==> config.mk <==
export PLATFORM = sky130hd
export DESIGN_NAME = adc_deser_top
export DESIGN_NICKNAME = d
export VERILOG_FILES = /design/src/source/adc_deser_pkg.sv /design/src/source/frame_if.sv /design/src/source/lane_capture.sv /design/src/source/frame_decode.sv /design/src/source/frame_output.sv /design/src/source/adc_deser_top.sv
export VERILOG_INCLUDE_DIRS = /design/src /design/src/source
export SDC_FILE = /design/constraint.sdc
export NUM_CORES = 1
export LEC_CHECK = 0
export BUFFER_PORTS_ARGS = -buffer_cell sky130_fd_sc_hd__buf_2
export CELL_PAD_IN_SITES_DETAIL_PLACEMENT = 2
export CELL_PAD_IN_SITES_GLOBAL_PLACEMENT = 2
export CORE_MARGIN = 4
export CORE_UTILIZATION = 30
export DETAILED_ROUTE_END_ITERATION = 8
export GPL_ROUTABILITY_DRIVEN = 0
export PLACE_DENSITY_LB_ADDON = 0.1
export SLEW_MARGIN = 10
export SYNTH_ARGS = -nofsm -noshare
export SYNTH_HDL_FRONTEND = slang
export SYNTH_HIERARCHICAL = 1
export SYNTH_SLANG_ARGS = --single-unit
==> constraint.sdc <==
create_clock -name clk_0 -period 11.5 [get_ports clk_0]
set_input_delay 1.15 -clock clk_0 [delete_from_list [all_inputs] [get_ports clk_0]]
set_output_delay 1.15 -clock clk_0 [all_outputs]
set_load 0.05 [all_outputs]
==> src/source/adc_deser_macros.svh <==
`ifndef ADC_DESER_MACROS_SVH
`define ADC_DESER_MACROS_SVH

// --------------------
// ADC lane geometry
// --------------------

// Parallel data lanes from the converter
`define ADC_LANES 4

// One lane word, info on top of the sample
`define ADC_WORD_W 14

// Sample part of a word, bits 11 to 0
`define ADC_DATA_W 12

// Info part of a word, bits 13 to 12
`define ADC_INFO_W 2

// --------------------
// Framing
// --------------------

// Words per lane in one frame, as with the 1:4 DDR deserializer
`define ADC_DESER 4

// I or Q samples per frame, two lanes each
`define ADC_SAMPLES 8

`endif

==> src/source/adc_deser_pkg.sv <==
`include "adc_deser_macros.svh"

package adc_deser_pkg;

    // --------------------
    // One lane word
    // --------------------

    // Field view, info sits above the sample
    typedef struct packed {
        logic [`ADC_INFO_W-1:0] info;   // Converter status bits
        logic [`ADC_DATA_W-1:0] data;   // Sample value
    } sample_fields_t;

    // Raw bits as captured, or decoded fields
    typedef union packed {
        logic [`ADC_WORD_W-1:0] raw;
        sample_fields_t         fields;
    } sample_word_t;

    // --------------------
    // Frames
    // --------------------

    // Indexed [lane][slot], slot 0 is the earliest word
    typedef sample_word_t [`ADC_LANES-1:0][`ADC_DESER-1:0] raw_frame_t;

    // Decoded frame handed to the user side
    typedef struct packed {
        logic [`ADC_SAMPLES-1:0][`ADC_DATA_W-1:0] data_i;
        logic [`ADC_SAMPLES-1:0][`ADC_DATA_W-1:0] data_q;
        logic [`ADC_SAMPLES-1:0][`ADC_INFO_W-1:0] info_i;
        logic [`ADC_SAMPLES-1:0][`ADC_INFO_W-1:0] info_q;
        logic                                     overrange;  // Any info nonzero
    } iq_frame_t;

endpackage

==> src/source/frame_if.sv <==
`timescale 1ns/10ps

// Frame link between two stages
// A frame moves in a cycle with valid and ready both high
// Once valid is up, valid and frame hold until that transfer
interface frame_if #(
    parameter type frame_t = logic  // Payload, raw or decoded frame
);

    logic   valid;  // Source has a frame
    logic   ready;  // Sink can take it
    frame_t frame;  // Payload

    // Producing stage
    modport src (
        output valid,
        output frame,
        input  ready
    );

    // Consuming stage
    modport dst (
        input  valid,
        input  frame,
        output ready
    );

endinterface

==> src/source/lane_capture.sv <==
`timescale 1ns/10ps
`include "adc_deser_macros.svh"

// Gathers four accepted word sets into one raw frame
// Word of beat k lands in slot k of every lane
module lane_capture
(
    input  logic                                   clk_0,
    input  logic                                   rst_n,
    input  logic                                   in_valid,
    output logic                                   in_ready,
    input  logic [`ADC_LANES-1:0][`ADC_WORD_W-1:0] lane_words,
    frame_if.src                                   raw_out
);

    localparam int unsigned CNT_W = $clog2(`ADC_DESER);

    logic [CNT_W-1:0]          beat_cnt;   // Words already in the assembly
    logic                      live;       // Low for one cycle after reset
    logic                      accept;     // Word set taken this cycle
    logic                      last_beat;  // Assembly holds three words
    adc_deser_pkg::raw_frame_t assembly;   // Frame under construction
    adc_deser_pkg::raw_frame_t completed;  // Assembly plus the word on the pins

    // --------------------
    // Handshake
    // --------------------

    assign last_beat = (beat_cnt == CNT_W'(`ADC_DESER - 1));

    // Stall only when a finished frame would find the output register busy
    assign in_ready = live && !(last_beat && raw_out.valid && !raw_out.ready);
    assign accept   = in_valid && in_ready;

    // --------------------
    // Assembly
    // --------------------

    // Final slot comes straight from the lanes, saves a cycle
    always_comb
    begin
        completed = assembly;
        for (int l = 0; l < `ADC_LANES; l++)
        begin
            completed[l][`ADC_DESER-1].raw = lane_words[l];  // Seen as raw bits here
        end
    end

    // Payload only, slot chosen by the beat counter
    always_ff @(posedge clk_0)
    begin
        if (accept)
        begin
            for (int l = 0; l < `ADC_LANES; l++)
            begin
                assembly[l][beat_cnt].raw <= lane_words[l];
            end
        end
        if (accept && last_beat)
        begin
            raw_out.frame <= completed;  // Held until the decoder takes it
        end
    end

    // --------------------
    // Control
    // --------------------

    always_ff @(posedge clk_0)
    begin
        if (!rst_n)
        begin
            beat_cnt      <= '0;
            live          <= 1'b0;
            raw_out.valid <= 1'b0;
        end
        else
        begin
            live <= 1'b1;
            if (accept)
            begin
                beat_cnt <= beat_cnt + CNT_W'(1);  // Wraps after the fourth word
            end
            // New frame wins, otherwise drop valid once taken
            if (accept && last_beat)
            begin
                raw_out.valid <= 1'b1;
            end
            else if (raw_out.ready)
            begin
                raw_out.valid <= 1'b0;
            end
        end
    end

endmodule

==> src/source/frame_decode.sv <==
`timescale 1ns/10ps
`include "adc_deser_macros.svh"

// Splits each lane word into sample and info
// Lanes 0 and 1 feed I, lanes 2 and 3 feed Q
// Single register stage, one cycle of latency
module frame_decode
(
    input  logic clk_0,
    input  logic rst_n,
    frame_if.dst raw_in,
    frame_if.src iq_out
);

    localparam int unsigned HALF_LANES = `ADC_LANES / 2;  // Lanes per I or Q

    adc_deser_pkg::iq_frame_t decoded;  // Combinational view of the incoming frame
    logic                     take;     // Raw frame moves in this cycle

    // --------------------
    // Field split
    // --------------------

    // Lane L slot t goes to sample 4*(L mod 2)+t
    always_comb
    begin
        decoded = iq_out.frame;
        for (int l = 0; l < `ADC_LANES; l++)
        begin
            for (int t = 0; t < `ADC_DESER; t++)
            begin
                if (l < HALF_LANES)
                begin
                    decoded.data_i[`ADC_DESER*(l%2)+t] = raw_in.frame[l][t].fields.data;
                    decoded.info_i[`ADC_DESER*(l%2)+t] = raw_in.frame[l][t].fields.info;
                end
                else
                begin
                    decoded.data_q[`ADC_DESER*(l%2)+t] = raw_in.frame[l][t].fields.data;
                    decoded.info_q[`ADC_DESER*(l%2)+t] = raw_in.frame[l][t].fields.info;
                end
            end
        end
        // Flag the frame if any of the 16 info fields is set
        decoded.overrange = |{decoded.info_i, decoded.info_q};
    end

    // --------------------
    // Pipeline register
    // --------------------

    // Free when empty or emptied this cycle
    assign raw_in.ready = !iq_out.valid || iq_out.ready;
    assign take         = raw_in.valid && raw_in.ready;

    always_ff @(posedge clk_0)
    begin
        if (take)
        begin
            iq_out.frame <= decoded;
        end
    end

    always_ff @(posedge clk_0)
    begin
        if (!rst_n)
        begin
            iq_out.valid <= 1'b0;
        end
        else if (take)
        begin
            iq_out.valid <= 1'b1;
        end
        else if (iq_out.ready)
        begin
            iq_out.valid <= 1'b0;  // Taken, nothing behind it
        end
    end

endmodule

==> src/source/frame_output.sv <==
`timescale 1ns/10ps
`include "adc_deser_macros.svh"

// Two-entry frame buffer in front of the user ports
// Head entry is always on the outputs
module frame_output
(
    input  logic                                     clk_0,
    input  logic                                     rst_n,
    frame_if.dst                                     iq_in,
    output logic                                     out_valid,
    input  logic                                     out_ready,
    output logic [`ADC_SAMPLES-1:0][`ADC_DATA_W-1:0] out_data_i,
    output logic [`ADC_SAMPLES-1:0][`ADC_DATA_W-1:0] out_data_q,
    output logic [`ADC_SAMPLES-1:0][`ADC_INFO_W-1:0] out_info_i,
    output logic [`ADC_SAMPLES-1:0][`ADC_INFO_W-1:0] out_info_q,
    output logic                                     out_overrange
);

    localparam int unsigned BUF_DEPTH = 2;
    localparam int unsigned CNT_W     = $clog2(BUF_DEPTH + 1);

    adc_deser_pkg::iq_frame_t buf_mem [BUF_DEPTH];  // Frame storage
    logic                     wr_ptr;               // Next free entry
    logic                     rd_ptr;               // Head entry
    logic [CNT_W-1:0]         count;                // Entries in use
    logic [CNT_W-1:0]         count_next;
    logic                     wr_en;
    logic                     rd_en;

    assign wr_en = iq_in.valid && iq_in.ready;
    assign rd_en = out_valid && out_ready;

    always_comb
    begin
        count_next = count;
        if (wr_en && !rd_en)
        begin
            count_next = count + CNT_W'(1);
        end
        else if (!wr_en && rd_en)
        begin
            count_next = count - CNT_W'(1);
        end
    end

    // --------------------
    // Storage
    // --------------------

    always_ff @(posedge clk_0)
    begin
        if (wr_en)
        begin
            buf_mem[wr_ptr] <= iq_in.frame;
        end
    end

    always_ff @(posedge clk_0)
    begin
        if (!rst_n)
        begin
            wr_ptr      <= 1'b0;
            rd_ptr      <= 1'b0;
            count       <= '0;
            iq_in.ready <= 1'b1;  // Empty buffer
        end
        else
        begin
            if (wr_en) wr_ptr <= !wr_ptr;
            if (rd_en) rd_ptr <= !rd_ptr;
            count       <= count_next;
            iq_in.ready <= (count_next != CNT_W'(BUF_DEPTH));  // Registered, low when full
        end
    end

    // --------------------
    // User side
    // --------------------

    assign out_valid     = (count != '0);
    assign out_data_i    = buf_mem[rd_ptr].data_i;
    assign out_data_q    = buf_mem[rd_ptr].data_q;
    assign out_info_i    = buf_mem[rd_ptr].info_i;
    assign out_info_q    = buf_mem[rd_ptr].info_q;
    assign out_overrange = buf_mem[rd_ptr].overrange;

endmodule

==> src/source/adc_deser_top.sv <==
`timescale 1ns/10ps
`include "adc_deser_macros.svh"

// Sample capture path of the four-lane ADC
// Capture, decode and output buffer in a row
module adc_deser_top
(
    input  logic                                     clk_0,
    input  logic                                     rst_n,
    input  logic                                     in_valid,
    output logic                                     in_ready,
    input  logic [`ADC_LANES-1:0][`ADC_WORD_W-1:0]   lane_words,
    output logic                                     out_valid,
    input  logic                                     out_ready,
    output logic [`ADC_SAMPLES-1:0][`ADC_DATA_W-1:0] out_data_i,
    output logic [`ADC_SAMPLES-1:0][`ADC_DATA_W-1:0] out_data_q,
    output logic [`ADC_SAMPLES-1:0][`ADC_INFO_W-1:0] out_info_i,
    output logic [`ADC_SAMPLES-1:0][`ADC_INFO_W-1:0] out_info_q,
    output logic                                     out_overrange
);

    // --------------------
    // Stage links
    // --------------------

    frame_if #(.frame_t(adc_deser_pkg::raw_frame_t)) raw_if ();  // Capture to decode
    frame_if #(.frame_t(adc_deser_pkg::iq_frame_t))  iq_if ();   // Decode to buffer

    lane_capture lane_capture_i (
        .clk_0      (clk_0),
        .rst_n      (rst_n),
        .in_valid   (in_valid),
        .in_ready   (in_ready),
        .lane_words (lane_words),
        .raw_out    (raw_if.src)
    );

    frame_decode frame_decode_i (
        .clk_0  (clk_0),
        .rst_n  (rst_n),
        .raw_in (raw_if.dst),
        .iq_out (iq_if.src)
    );

    frame_output frame_output_i (
        .clk_0         (clk_0),
        .rst_n         (rst_n),
        .iq_in         (iq_if.dst),
        .out_valid     (out_valid),
        .out_ready     (out_ready),
        .out_data_i    (out_data_i),
        .out_data_q    (out_data_q),
        .out_info_i    (out_info_i),
        .out_info_q    (out_info_q),
        .out_overrange (out_overrange)
    );

endmodule

# Yosys cells after proc, flatten, opt, wreduce, memory -nomap -nowiden
# Memory sizes are Yosys's and may differ from the RTL's. A register that Yosys moved wholly into a read port is not among the register bits.
# Index checks and enable logic that the tools add are counted.
# totals
regBits	683
ramBits	450
inputBits	60
wordCells	121
memories	1
# mem_list
memory	words	width	read_ports	rd_ports_with_merged_regs	wr	line	source
frame_output_i.buf_mem	2	225	1	1	1	frame_output.sv:23	adc_deser_pkg::iq_frame_t buf_mem [BUF_DEPTH];
# op_classes
addsub	3
magnitude_cmp	2
n_eq_ne	2
muxes	17
reduce_logical	23
# op_table
cell	n
56-bit bitwise mux	4
32-bit OR reduction	1
14-bit demux with 2-bit select	1
14-bit two-way mux	1
1-bit logical AND	11
1-bit two-way mux	9
1-bit logical NOT	7
2-bit nonzero test	3
2-bit by 1-bit adder with 2-bit output (second input constant)	2
2-bit two-way mux	2
2-bit by 3-bit less-than comparator with 1-bit output (second input constant)	1
2-bit == test (second input constant)	1
2-bit by 1-bit >= comparator with 1-bit output (second input constant)	1
2-bit != test (second input constant)	1
2-bit by 1-bit subtractor with 2-bit output (second input constant)	1
1-bit logical OR	1

# Depth between registers and ports, before layout
# depth
ltp_word	9
ltp_mapped	6
mapped_depth_nobuf	5

# Cells and area by module
# Netlist, hierarchy kept.
# modules_own_cells
mod	n_inst	cells_per_inst	area_each_um2
frame_output	1	735	16589.7
lane_capture	1	418	12022.8
frame_decode	1	241	6875.3

# Worst setup path after synthesis
# No wires, ideal clock.
# synth_path
path_kind	register to register
startpoint	register frame_decode_i.iq_out.valid
endpoint	memory frame_output_i/buf_mem[0][0] in the netlist's numbering, enable pin
setup_ps	815
t_arrival_ps	9791
required_time_ps	10685
path_slack_ps	895
path_stages_with_launch	3
n_path_buf	0
synth_period_minus_slack_ps	10605
path_cell_list	dfxtp_1 > nand2_2 > nor2_1
# synth_via
elab_chain_cells	3
# synth_rtl
element	line	source
start: declaration	frame_if.sv:16	output valid,
start signal: assignment	frame_decode.sv:68	iq_out.valid <= 1'b0;
start signal: assignment	frame_decode.sv:72	iq_out.valid <= 1'b1;
start signal: assignment	frame_decode.sv:76	iq_out.valid <= 1'b0;
1-bit logical AND	frame_output.sv:31	assign wr_en = iq_in.valid && iq_in.ready;
1-bit two-way mux	frame_output.sv:53	if (wr_en)
1-bit two-way mux (not written as such)	frame_output.sv:55	buf_mem[wr_ptr] <= iq_in.frame;
end: declaration	frame_output.sv:23	
# No other way between the ends.

==> run metrics <==
outcome finished clean; Rel. slew slack 0.295; vias in the first global route 16,100; Sink Count 1,078; DR vias/cell 4.26; first-pass GRT wire length 110 mm; Synth cell types 35; final count of pins violating max slew 0; Post-Syn Area 35,500 sq um; cts bufs inserted 117; Syn Area/Cell 25.5 sq um; Worst-Skew Late Latency 680 ps; Pre-Repair DR Iteration Count 6; register area share after synthesis 0.909; final setup skew 20.0 ps; Async SR Flop Fraction 0; ANT nets after route 0; Syn. warnings 6; final setup vio count 0; Peak VDD IR 0.000108 V; CTS Buffer Depth 3; CP Launch Type flop; Placeable Area 117,000 sq um; logic gate share of total power 0.118; max cap viols 0; fin nets 1,853; Clock Power Share 0.399; DRT iter0 DRCs 895; TritonCTS clock tree done; clock slew at reported path FFs 60 ps; Fill cells 11,200; Reg power frac 0.484; via count 14,500; drt drc 0; Slew @ Worst Pin 1060 ps; Max Fclk 206 MHz; count of cells resized by post-cts repair 0; Layout area overhead 19.5%; number of synthesized flops with an enable pin 1,067; synth cell count leaders edfxtp_1, mux2_2, buf_6; Psw 2.25 mW; I/O pin cnt 287; Mapped Nets 1,459; DP HPWL 44.1 mm; CTS root buf clkbuf_16; WL/cell 22.1 um; crit path time final 4860 ps; pwr dens 211 nW/um^2; WP data required 10,350 ps; Int Power 6.70 mW; CP Max Fanout 59; most common cell in the netlist edfxtp_1; Design Power 8.95 mW; placed instance area 38,800 sq um; largest net degree at the start of global routing 137; Die Wd 352 um; area leader, netlist edfxtp_1; crit end category output pin; area share of the largest cell type after synthesis 0.903; Pleak 13.7 nW; DRT Wirelength 75.1 mm; critical path data arrival time 3710 ps; PortBufs 286; Synth area leaders edfxtp_1, mux2_2, dfxtp_1; final instance area 42,400 sq um; Most used DFF post-synth edfxtp_1; Hold Crit Class reg -> reg; Sw Share 0.252; Post-CTS Setup Bufs 0; initial core utilization 0.304; final worst path period share 0.423; Setup TNS Final 0 ps; Total GRT Usage 0.119; final hold violation count 0; unrepaired setup endpoints after global routing false; number of cell rows 125; die area 124,000 sq um; Die Y 352 um; Post-CTS Hold Buffers 0; Synth Register Bits 1,078; GRT overflow 0; Crit Path Class reg -> out; Mapped Cells 1,394; initial antenna violation count 14; share of layout cells above drive strength 1 0.375; H-tree lvl count 3
## per-stage QoR
stage | cells | utilization | setup WS [ps] | hold slack (ps)
finish | 3398 | 0.363 | 6640 | 402
detailed placement | 3193 | 0.332 | 7020 | 405
floorplan | 1394 | - | 895 | 400
CTS | 3394 | 0.363 | 6410 | 410
global placement | 3193 | 0.332 | 7120 | 400
global route | 3394 | 0.363 | 6340 | 413
## metal layers
metal  track usage  wire [um]  share of wire  vias up
li1              -          -              -     6423
met1         0.152      32600           0.43     7590
met2         0.201      36900           0.49      325
met3        0.0309       3830          0.051      132
met4        0.0323       1740          0.023        6
met5             0         41        0.00055        -
## critical path, stage by stage (launching register included)
cell	delay (ps)
dfxtp_4	740
buf_4	790
buf_4	700
mux2_2	420
buf_2	220
## cells in the final DEF (no fill, tap or decap), types with 2 or more instances in the layout
cell type	n
nor2_1	4
dfxtp_1	10
clkinv_2	18
bufinv_16	8
nand4_1	2
clkbuf_1	22
clkbuf_16	120
clkbuf_8	6
ha_1	5
buf_2	286
nand2_1	6
clkinv_1	20
mux2_2	225
and2_4	5
xor2_1	2
mux2i_1	3
diode_2	4
nor4_1	7
inv_1	7
buf_12	3
edfxtp_1	1067
clkinvlp_4	3
buf_4	13
## layout make-up
cell class | instances | area, sq um | area share
clock buffers | 148 | 3170 | 0.0747
well taps | 1524 | 1910 | 0.0450
multi-input cells | 282 | 2970 | 0.0700
diodes | 4 | 10.0 | 0.000236
flip-flops and latches | 1078 | 32300 | 0.761
clock inverters | 53 | 484 | 0.0114
inverters | 7 | 26.3 | 0.000619
repair buffers | 302 | 1590 | 0.0375
## cells by family (layout without fill, tap and decap cells)
logic type      count (synthesis)  after routing  synth area share
buf+inv                        34            510           0.00790
fa+ha+maj                       6              6           0.00208
xor+xnor                        3              3          0.000741
flops                        1078           1078             0.909
compound gates                  6              6           0.00141
other cells                     0              4                 0
mux                           228            228            0.0722
simple gates                   39             39           0.00656
## flip-flops by register name, summed over array words and instances (netlist names), named ones only
register / count
frame_output_i/buf_mem: 450
frame_decode_i/iq_out.frame: 225
lane_capture_i/raw_out.frame: 224
lane_capture_i/assembly: 168
frame_output_i/count: 2
lane_capture_i/beat_cnt: 2
frame_decode_i/iq_out.valid: 1
frame_output_i/iq_in.ready: 1
frame_output_i/rd_ptr: 1
frame_output_i/wr_ptr: 1
lane_capture_i/live: 1
lane_capture_i/raw_out.valid: 1
## path summary, 6_finish.rpt
kind                                                        from                                to  slack, ps  depth (start not counted)
worst min-delay path            lane_capture_i/raw_out.frame[15]  frame_decode_i/iq_out.frame[142]        400                          0
worst max-delay path                                        flop                    out_data_q[82]       6640                          4
worst min register to register  lane_capture_i/raw_out.frame[15]  frame_decode_i/iq_out.frame[142]        400                          0
worst max register to register        lane_capture_i/beat_cnt[0]  lane_capture_i/raw_out.frame[19]       7650                          6
## power groups by stage
stage	Clock, mW	Sequential [mW]	Combinational (mW)
after floorplan	0	4.39	0.863
after global placement	0	4.41	1.07
after detailed placement	0	4.41	1.08
after CTS	3.71	4.33	1.08
after global routing	3.88	4.33	1.11
final	3.57	4.33	1.05
Power figures use the tool's default switching activity.
